**config.mk**
```make
export PLATFORM = sky130hd
export DESIGN_NAME = sender_top
export DESIGN_NICKNAME = d
export VERILOG_FILES = /design/src/game_pkg.sv /design/src/network_pkg.sv /design/src/sender_top.sv /design/src/lane_serializer.sv /design/src/packet_builder.sv /design/src/credit_counter.sv /design/src/lane_tick_gen.sv
export SDC_FILE = /design/constraint.sdc
export NUM_CORES = 1
export LEC_CHECK = 0
export BUFFER_PORTS_ARGS = -buffer_cell sky130_fd_sc_hd__buf_2
export CAP_MARGIN = 30
export CORE_AREA = 2 2 330 332
export CTS_CLUSTER_SIZE = 12
export DETAILED_ROUTE_END_ITERATION = 8
export DIE_AREA = 0 0 332 334
export GPL_TIMING_DRIVEN = 0
export RECOVER_POWER = 25
export SYNTH_ARGS = -nofsm -noshare
export SYNTH_HDL_FRONTEND = slang
export SYNTH_SLANG_ARGS = --single-unit
```
**constraint.sdc**
```tcl
create_clock -name clk -period 47.8 [get_ports clk]
set_input_delay 4.78 -clock clk [delete_from_list [all_inputs] [get_ports clk]]
set_output_delay 4.78 -clock clk [all_outputs]
set_load 0.005 [all_outputs]
```
**src/game_pkg.sv**
```systemverilog
// game state package: tile kinds, piece queue and playfield types with their sizes.
package game_pkg;

    localparam int PLAYFIELD_ROWS    = 20;  // rows in the playfield.
    localparam int PLAYFIELD_COLS    = 10;  // columns in the playfield.
    localparam int NEXT_PIECES_COUNT = 6;   // depth of the next-piece queue.
    localparam int GBG_BITS          = 4;   // width of the garbage-line count.
    localparam int TILE_BITS         = 4;   // width of one tile code.

    // tile or piece kind; blank marks an empty cell or no hold piece.
    typedef enum logic [TILE_BITS-1:0] {
        tile_blank   = 4'd0,
        tile_i       = 4'd1,
        tile_o       = 4'd2,
        tile_t       = 4'd3,
        tile_l       = 4'd4,
        tile_j       = 4'd5,
        tile_s       = 4'd6,
        tile_z       = 4'd7,
        tile_garbage = 4'd8
    } tile_type_t;

    // entry 0 is the next piece to fall.
    typedef tile_type_t [NEXT_PIECES_COUNT-1:0] piece_queue_t;

    // indexed [row][col]; row 0 col 0 sits at the low end of the vector.
    typedef tile_type_t [PLAYFIELD_ROWS-1:0][PLAYFIELD_COLS-1:0] playfield_t;

    localparam int PLAYFIELD_TILES = PLAYFIELD_ROWS * PLAYFIELD_COLS;

endpackage
```
**src/network_pkg.sv**
```systemverilog
// network package: packet kinds, nibble layout and packet length of the lane protocol.
package network_pkg;

    import game_pkg::*;

    // the kind code doubles as the bit position of its pending flag.
    typedef enum logic [1:0] {
        pkt_update    = 2'd0,
        pkt_ready_ack = 2'd1,
        pkt_game_lost = 2'd2
    } pkt_kind_t;

    localparam int NUM_KINDS   = 3;  // number of packet kinds.
    localparam int NIBBLE_BITS = 4;  // one bit per data lane.

    // header nibbles.
    //   0: kind in 3:2, sequence number in 1, zero in 0.
    //   1: garbage line count.
    //   2: hold piece.
    localparam int HDR_NIBBLES = 3;
    localparam int NIB_HEADER  = 0;
    localparam int NIB_GARBAGE = 1;
    localparam int NIB_HOLD    = 2;

    // body follows the header: queue entries, then tiles row by row.
    localparam int QUEUE_BASE = HDR_NIBBLES;
    localparam int FIELD_BASE = QUEUE_BASE + NEXT_PIECES_COUNT;

    localparam int PACKET_NIBBLES = HDR_NIBBLES + NEXT_PIECES_COUNT + PLAYFIELD_TILES;

    localparam int NIB_IDX_BITS = $clog2(PACKET_NIBBLES + 1);

    typedef logic [NIB_IDX_BITS-1:0] nibble_idx_t;  // counts up to PACKET_NIBBLES.

endpackage

```
**src/sender_top.sv**
```systemverilog
// sender top: network sender that frames game snapshots onto credit-controlled nibble lanes.
`timescale 1ns/1ps

module sender_top #(
    parameter int CLK_DIV      = 500,
    parameter int INIT_CREDITS = 2
) (
    input  logic                                clk,
    input  logic                                arst_n,
    input  logic                                game_active,
    input  logic                                send_update,
    input  logic                                send_ready_ack,
    input  logic                                send_game_lost,
    input  logic [game_pkg::GBG_BITS-1:0]       garbage,
    input  game_pkg::tile_type_t                hold,
    input  game_pkg::piece_queue_t              piece_queue,
    input  game_pkg::playfield_t                playfield,
    input  logic                                credit_return,
    output logic                                lane_clk,
    output logic                                lane_header,
    output logic [network_pkg::NIBBLE_BITS-1:0] lane_data,
    output logic                                seq_num,
    output logic [$clog2(INIT_CREDITS+1)-1:0]   credits,
    output logic                                send_done
);

    import network_pkg::*;

    logic                   tick;
    logic                   has_credit;
    logic                   pkt_valid;
    logic                   pkt_start;
    logic                   pkt_end;
    logic [NIBBLE_BITS-1:0] nibble;
    nibble_idx_t            nib_idx;

    lane_tick_gen #(
        .CLK_DIV (CLK_DIV)
    ) lane_tick_gen_inst (
        .clk      (clk),
        .arst_n   (arst_n),
        .tick     (tick),
        .lane_clk (lane_clk)
    );

    credit_counter #(
        .INIT_CREDITS (INIT_CREDITS)
    ) credit_counter_inst (
        .clk           (clk),
        .arst_n        (arst_n),
        .pkt_start     (pkt_start),
        .credit_return (credit_return),
        .credits       (credits),
        .has_credit    (has_credit)
    );

    packet_builder packet_builder_inst (
        .clk            (clk),
        .arst_n         (arst_n),
        .game_active    (game_active),
        .send_update    (send_update),
        .send_ready_ack (send_ready_ack),
        .send_game_lost (send_game_lost),
        .garbage        (garbage),
        .hold           (hold),
        .piece_queue    (piece_queue),
        .playfield      (playfield),
        .pkt_start      (pkt_start),
        .pkt_end        (pkt_end),
        .nib_idx        (nib_idx),
        .pkt_valid      (pkt_valid),
        .nibble         (nibble),
        .seq_num        (seq_num)
    );

    lane_serializer lane_serializer_inst (
        .clk         (clk),
        .arst_n      (arst_n),
        .tick        (tick),
        .pkt_valid   (pkt_valid),
        .has_credit  (has_credit),
        .nibble      (nibble),
        .pkt_start   (pkt_start),
        .pkt_end     (pkt_end),
        .nib_idx     (nib_idx),
        .lane_header (lane_header),
        .lane_data   (lane_data),
        .send_done   (send_done)
    );

endmodule

```
**src/lane_serializer.sv**
```systemverilog
// lane serializer: shifts a packet out one nibble per lane tick with a framing header lane.
`timescale 1ns/1ps

module lane_serializer (
    input  logic                                clk,
    input  logic                                arst_n,
    input  logic                                tick,
    input  logic                                pkt_valid,
    input  logic                                has_credit,
    input  logic [network_pkg::NIBBLE_BITS-1:0] nibble,
    output logic                                pkt_start,
    output logic                                pkt_end,
    output network_pkg::nibble_idx_t            nib_idx,
    output logic                                lane_header,
    output logic [network_pkg::NIBBLE_BITS-1:0] lane_data,
    output logic                                send_done
);

    import network_pkg::*;

    typedef enum logic {
        st_idle,
        st_send
    } state_t;

    state_t state;
    logic   last_nib;

    // a start only lands on a tick, so the first nibble gets a full period.
    assign pkt_start = tick && (state == st_idle) && pkt_valid && has_credit;
    assign last_nib  = (nib_idx == nibble_idx_t'(PACKET_NIBBLES));  // all nibbles shown.
    assign send_done = pkt_end;

    always_ff @(posedge clk or negedge arst_n) begin
        if (!arst_n) begin
            state       <= st_idle;
            nib_idx     <= '0;
            lane_header <= 1'b0;
            lane_data   <= '0;
            pkt_end     <= 1'b0;
        end else begin
            pkt_end <= 1'b0;
            if (tick) begin
                case (state)
                    st_idle: begin
                        if (pkt_start) begin
                            state       <= st_send;
                            lane_header <= 1'b1;  // header rises with nibble 0.
                            lane_data   <= nibble;
                            nib_idx     <= nib_idx + 1'b1;
                        end
                    end
                    st_send: begin
                        if (last_nib) begin
                            state       <= st_idle;
                            lane_header <= 1'b0;
                            lane_data   <= '0;
                            nib_idx     <= '0;
                            pkt_end     <= 1'b1;  // high while header is first low.
                        end else begin
                            lane_data <= nibble;
                            nib_idx   <= nib_idx + 1'b1;
                        end
                    end
                    default: begin
                        state <= st_idle;
                    end
                endcase
            end
        end
    end

endmodule

```
**src/packet_builder.sv**
```systemverilog
// packet builder: merges send requests, picks the next packet and serves snapshot nibbles.
`timescale 1ns/1ps

module packet_builder (
    input  logic                              clk,
    input  logic                              arst_n,
    input  logic                              game_active,
    input  logic                              send_update,
    input  logic                              send_ready_ack,
    input  logic                              send_game_lost,
    input  logic [game_pkg::GBG_BITS-1:0]     garbage,
    input  game_pkg::tile_type_t              hold,
    input  game_pkg::piece_queue_t            piece_queue,
    input  game_pkg::playfield_t              playfield,
    input  logic                              pkt_start,
    input  logic                              pkt_end,
    input  network_pkg::nibble_idx_t          nib_idx,
    output logic                              pkt_valid,
    output logic [network_pkg::NIBBLE_BITS-1:0] nibble,
    output logic                              seq_num
);

    import game_pkg::*;
    import network_pkg::*;

    logic [NUM_KINDS-1:0] pending;  // one flag per kind, bit = kind code.
    logic [NUM_KINDS-1:0] req;
    logic [NUM_KINDS-1:0] clr;
    pkt_kind_t            sel_kind;

    logic [GBG_BITS-1:0]     garbage_q;
    tile_type_t              hold_q;
    piece_queue_t            queue_q;
    playfield_t              field_q;
    logic [PLAYFIELD_TILES*TILE_BITS-1:0] field_flat;

    assign req = {send_game_lost, send_ready_ack, send_update} & {NUM_KINDS{game_active}};

    // game_lost wins over ready_ack, which wins over update.
    always_comb begin
        if (pending[pkt_game_lost]) begin
            sel_kind = pkt_game_lost;
        end else if (pending[pkt_ready_ack]) begin
            sel_kind = pkt_ready_ack;
        end else begin
            sel_kind = pkt_update;
        end
    end

    assign pkt_valid = |pending;
    assign clr       = pkt_start ? (NUM_KINDS'(1) << sel_kind) : '0;

    always_ff @(posedge clk or negedge arst_n) begin
        if (!arst_n) begin
            pending <= '0;
            seq_num <= 1'b0;
        end else begin
            pending <= (pending & ~clr) | req;  // a pulse in the start cycle stays pending.
            if (pkt_end) begin
                seq_num <= ~seq_num;
            end
        end
    end

    always_ff @(posedge clk) begin
        if (pkt_start) begin
            garbage_q <= garbage;
            hold_q    <= hold;
            queue_q   <= piece_queue;
            field_q   <= playfield;
        end
    end

    assign field_flat = field_q;  // tile r*COLS+c sits at slice r*COLS+c.

    // header nibble is read in the start cycle, before the snapshot lands.
    always_comb begin
        int idx;
        idx = int'(nib_idx);
        if (idx == NIB_HEADER) begin
            nibble = {sel_kind, seq_num, 1'b0};
        end else if (idx == NIB_GARBAGE) begin
            nibble = NIBBLE_BITS'(garbage_q);
        end else if (idx == NIB_HOLD) begin
            nibble = hold_q;
        end else if (idx < FIELD_BASE) begin
            nibble = queue_q[idx - QUEUE_BASE];
        end else if (idx < PACKET_NIBBLES) begin
            nibble = field_flat[(idx - FIELD_BASE) * TILE_BITS +: TILE_BITS];
        end else begin
            nibble = '0;
        end
    end

endmodule

```
**src/credit_counter.sv**
```systemverilog
// credit counter: tracks free receive buffers at the far end and gates packet starts.
`timescale 1ns/1ps

module credit_counter #(
    parameter int INIT_CREDITS = 2
) (
    input  logic                                clk,
    input  logic                                arst_n,
    input  logic                                pkt_start,
    input  logic                                credit_return,
    output logic [$clog2(INIT_CREDITS+1)-1:0]   credits,
    output logic                                has_credit
);

    localparam int CREDIT_W = $clog2(INIT_CREDITS + 1);

    logic [CREDIT_W-1:0] credits_nxt;

    always_comb begin
        credits_nxt = credits;
        if (pkt_start && !credit_return) begin
            credits_nxt = credits - 1'b1;  // serializer only starts with credit.
        end else if (credit_return && !pkt_start) begin
            if (credits != CREDIT_W'(INIT_CREDITS)) begin
                credits_nxt = credits + 1'b1;  // extra returns are dropped.
            end
        end
    end

    // has_credit is registered from the same next value as the count.
    always_ff @(posedge clk or negedge arst_n) begin
        if (!arst_n) begin
            credits    <= CREDIT_W'(INIT_CREDITS);
            has_credit <= (INIT_CREDITS != 0);
        end else begin
            credits    <= credits_nxt;
            has_credit <= (credits_nxt != '0);
        end
    end

endmodule

```
**src/lane_tick_gen.sv**
```systemverilog
// lane tick generator: divides clk into a one-cycle lane tick and the lane clock phase.
`timescale 1ns/1ps

module lane_tick_gen #(
    parameter int CLK_DIV = 500
) (
    input  logic clk,
    input  logic arst_n,
    output logic tick,
    output logic lane_clk
);

    localparam int HALF  = CLK_DIV / 2;
    localparam int CNT_W = (CLK_DIV > 1) ? $clog2(CLK_DIV) : 1;

    logic [CNT_W-1:0] cnt;
    logic [CNT_W-1:0] cnt_nxt;

    assign tick = (cnt == CNT_W'(CLK_DIV - 1));  // last cycle of each lane period.

    always_comb begin
        cnt_nxt = tick ? '0 : cnt + 1'b1;  // modulo CLK_DIV.
    end

    // lane_clk follows the count, so it is low for HALF cycles after a tick.
    always_ff @(posedge clk or negedge arst_n) begin
        if (!arst_n) begin
            cnt      <= '0;
            lane_clk <= 1'b0;
        end else begin
            cnt      <= cnt_nxt;
            lane_clk <= (cnt_nxt >= CNT_W'(HALF));  // rises mid period.
        end
    end

endmodule

```
==> summary.txt <==
Outcome
  – Status: complete, but fails checks
  – Failing checks: max-capacitance violations, max-slew violations

Setup path
  – Crit path top cell by count: clkbuf_1
  – CP top delay family: buffers and inverters
  – CP arrival: 13.83 ns
  – Sequence of cells on the critical path: ha_1 > and4bb_1 > nand2_1 > or3_1 > clkinvlp_2 > clkbuf_1 > clkbuf_1 > buf_16
  – Startpoint types: flip-flop
  – Critical path class: reg -> reg
  – Crit path buf inv count: 4
  – Worst r2r path cells: 8
  – Worst Path Max Fanout: 147
  – Crit. End Element: flip-flop
  – R2R Path Start: lane_tick_gen_inst.cnt[0]
  – CP peak stage delay: 5.57 ns
  – Slowest cell on crit path: clkbuf_1
  – Critical Path RT: 48.09 ns
  – Reg2Reg Capture Point: packet_builder_inst.field_flat[5]
  – Flop-to-flop setup slack: 34.26 ns

Hold path
  – Worst min-delay path category: reg -> reg
  – Hold Crit Endpoint: packet_builder_inst.seq_num
  – Hold Path Depth: 1
  – Hold path start: lane_serializer_inst.pkt_end

GRT
  – Met2 Use GR: 0.347
  – Largest net degree at the start of global routing: 148
  – First-pass GRT wire length: 153000 um
  – GRT met3 Usage: 0.0446
  – Gr usage total: 0.198
  – Grt peak-use layer: met2
  – GRT met1 Usage: 0.245
  – Number of global-route vias before repair: 20800
  – Total congestion overflow: 0
  – Initial antenna violation count: 35

Synthesis
  – Ys async rst share: 0.0370
  – Yosys top cell area share: 0.743
  – Post-synth top area cell: edfxtp_1
  – Warnings from Yosys: 0
  – Top_reg_cell synth: edfxtp_1
  – Syn Nets: 2361
  – Post-synth EDFFs: 832
  – Register area share after synthesis: 0.767
  – Cells after synthesis: 1516
  – Synth top area cells: edfxtp_1 (74%), mux4_2 (16%), dfrtp_1 (2.2%), nand2_1 (0.74%), mux2i_1 (0.42%)
  – Syn Area/Cell: 22.2 sq um
  – Post-Syn Area: 33600 sq um
  – Cell variety after synth: 63
  – FF+latch count, synth: 864

Floorplan
  – Die ar.: 111000 sq um
  – Die span in x: 332 um
  – Boundary pin count: 849
  – Core area: 108000 sq um
  – DIE HEIGHT: 334 um
  – Initial core utilization: 0.312
  – Cell row count: 121

Routing
  – DR vias/cell: 4.93
  – Antenna-violating nets left: 0
  – Drt pass-1 iters: 5
  – Final WL: 112000 um
  – Via count: 19700
  – Routed WL per cell: 28.2 um
  – Drc violations: 0
  – DR iter-0 viols: 1452

Clock tree
  – Post-CTS setup buffer count: 0
  – CTS H-tree lvls: 3
  – Cts repair resizes: 0
  – Longest Clk Path Bufs: 3
  – Root Driver: clkbuf_16
  – Clk_lat worst skew: 0.67 ns
  – TritonCTS Sinks: 864
  – Post-cts hold buffer count: 0
  – Worst-path clk slew: 0.06 ns
  – TritonCTS buffer count: 94
  – CTS tree: built

Cells and area
  – FILL cells: 9899
  – Share of layout cells above drive strength 1: 0.502
  – Layout Nets: 3324
  – Most common cell after layout, fill and taps aside: buf_2
  – Most frequent cells in the layout: buf_2 (870), edfxtp_1 (832), mux4_2 (241)
  – Area of the multi-input gates: 7390 sq um
  – P&R area growth vs syn: 27.6%
  – Post-layout util: 0.398
  – Register area: 25800 sq um

Timing
  – Clock period minus worst slack: 13.54 ns
  – Clock Skew: 0.0268 ns
  – Unrepaired setup endpoints after global routing: false
  – Worst-margin pin slew: 7.58 ns
  – Slew headroom: -4.05
  – Final setup vio count: 0
  – Achievable Freq: 73.8 MHz
  – Setup TNS: 0 ns
  – Fin crit share: 0.283
  – Hold Violations, Final: 0
  – Max-slew violation count: 574

Placed design
  – DPL Wire Length: 86400 um
  – RD Place Congestion: 0.859
  – I/O Buffers: 848

Power
  – Max VDD drop: 30.3 uV
  – Leakage: 15.1 nW
  – Pwr/cell area: 36.6 nW/um^2

Flow run
  – Max_cap viols: 6
[registers in the layout, summed over array words and instances (netlist names)]
name / count
packet_builder_inst.garbage_q: 4
credit_counter_inst.has_credit: 1
credit_counter_inst.credits: 2
lane_serializer_inst.pkt_end: 1
packet_builder_inst.queue_q: 24
packet_builder_inst.seq_num: 1
lane_serializer_inst.state: 1
packet_builder_inst.field_flat: 800
lane_serializer_inst.lane_data: 4
packet_builder_inst.hold_q: 4
lane_tick_gen_inst.lane_clk: 1
lane_serializer_inst.nib_idx: 8
lane_serializer_inst.lane_header: 1
lane_tick_gen_inst.cnt: 9
packet_builder_inst.pending: 3
[area by class of cell]
cell class / instances / share of cell area
Timing Repair Buffer: 867 / 0.105
Clock buffer: 115 / 0.0567
Sequential cell: 864 / 0.601
Clock inverter: 47 / 0.0114
Inverter: 12 / 0.00108
Antenna cell: 25 / 0.00146
Tap cell: 1414 / 0.0412
Multi-Input combinational cell: 567 / 0.172
Buffer: 73 / 0.00933
[how the worst max path moves through the flow]
stage / from / end / slack (ns) / cells past startpoint
floorplan: lane_tick_gen_inst.cnt[0] / packet_builder_inst.pending[0] / 29.26 / 8
global placement: lane_tick_gen_inst.cnt[0] / packet_builder_inst.pending[0] / 24.04 / 8
detailed placement: lane_serializer_inst.nib_idx[0] / lane_serializer_inst.lane_data[0] / 41.12 / 15
CTS: lane_serializer_inst.nib_idx[0] / lane_serializer_inst.lane_data[0] / 41.10 / 15
global route: lane_tick_gen_inst.cnt[0] / packet_builder_inst.field_flat[93] / 32.98 / 8
finish: lane_tick_gen_inst.cnt[0] / packet_builder_inst.field_flat[5] / 34.26 / 8
[metal layers]
layer | share of wire | routed length, um
met1 | 0.39 | 43400
met3 | 0.072 | 8090
met4 | 0.021 | 2300
met2 | 0.52 | 58300
met5 | 0.00083 | 93
[kinds of logic after synthesis]
| kind of cell | synth area share |
|---|---|
| muxes | 0.166 |
| DFF | 0.767 |
| adders and majority gates | 0.00223 |
| xor gates and xnor gates | 0.00413 |
| AOI/OAI and AO/OA | 0.0199 |
| buffers and inverters | 0.0138 |
| and+or+nand+nor | 0.0274 |
[stage by stage]
step           power [mW]  cells  hold slack, ns  setup WS [ns]  instance area (sq um)
3_3_place_gp        0.887   3778           0.452          24.04                  39600
6_report             1.57   3984           0.479          34.26                  42900
2_1_floorplan       0.851   1516           0.433          29.26                  33600
5_1_grt              1.62   3977           0.492          32.98                  42900
3_5_place_dp        0.889   3795           0.472          41.12                  40000
4_1_cts              1.59   3957           0.480          41.10                  42900
[Yosys cell counts (all sizes together), types with 6 or more instances]
cell,number
edfxtp,832
mux4,241
nand2,67
buf,50
dfrtp,30
nor2,29
o21ai,28
nand3,26
nor3,24
clkbuf,23
a21oi,21
mux2i,14
inv,11
and3,10
a31oi,8
xor2,8
xnor2,7
ha,6
nand4,6
[power by group]
part / switching, mW / internal, mW
registers: 0.000683 / 0.831
logic: 0.0154 / 0.0257
clock network: 0.298 / 0.400
(Power assumes the default switching activity.)
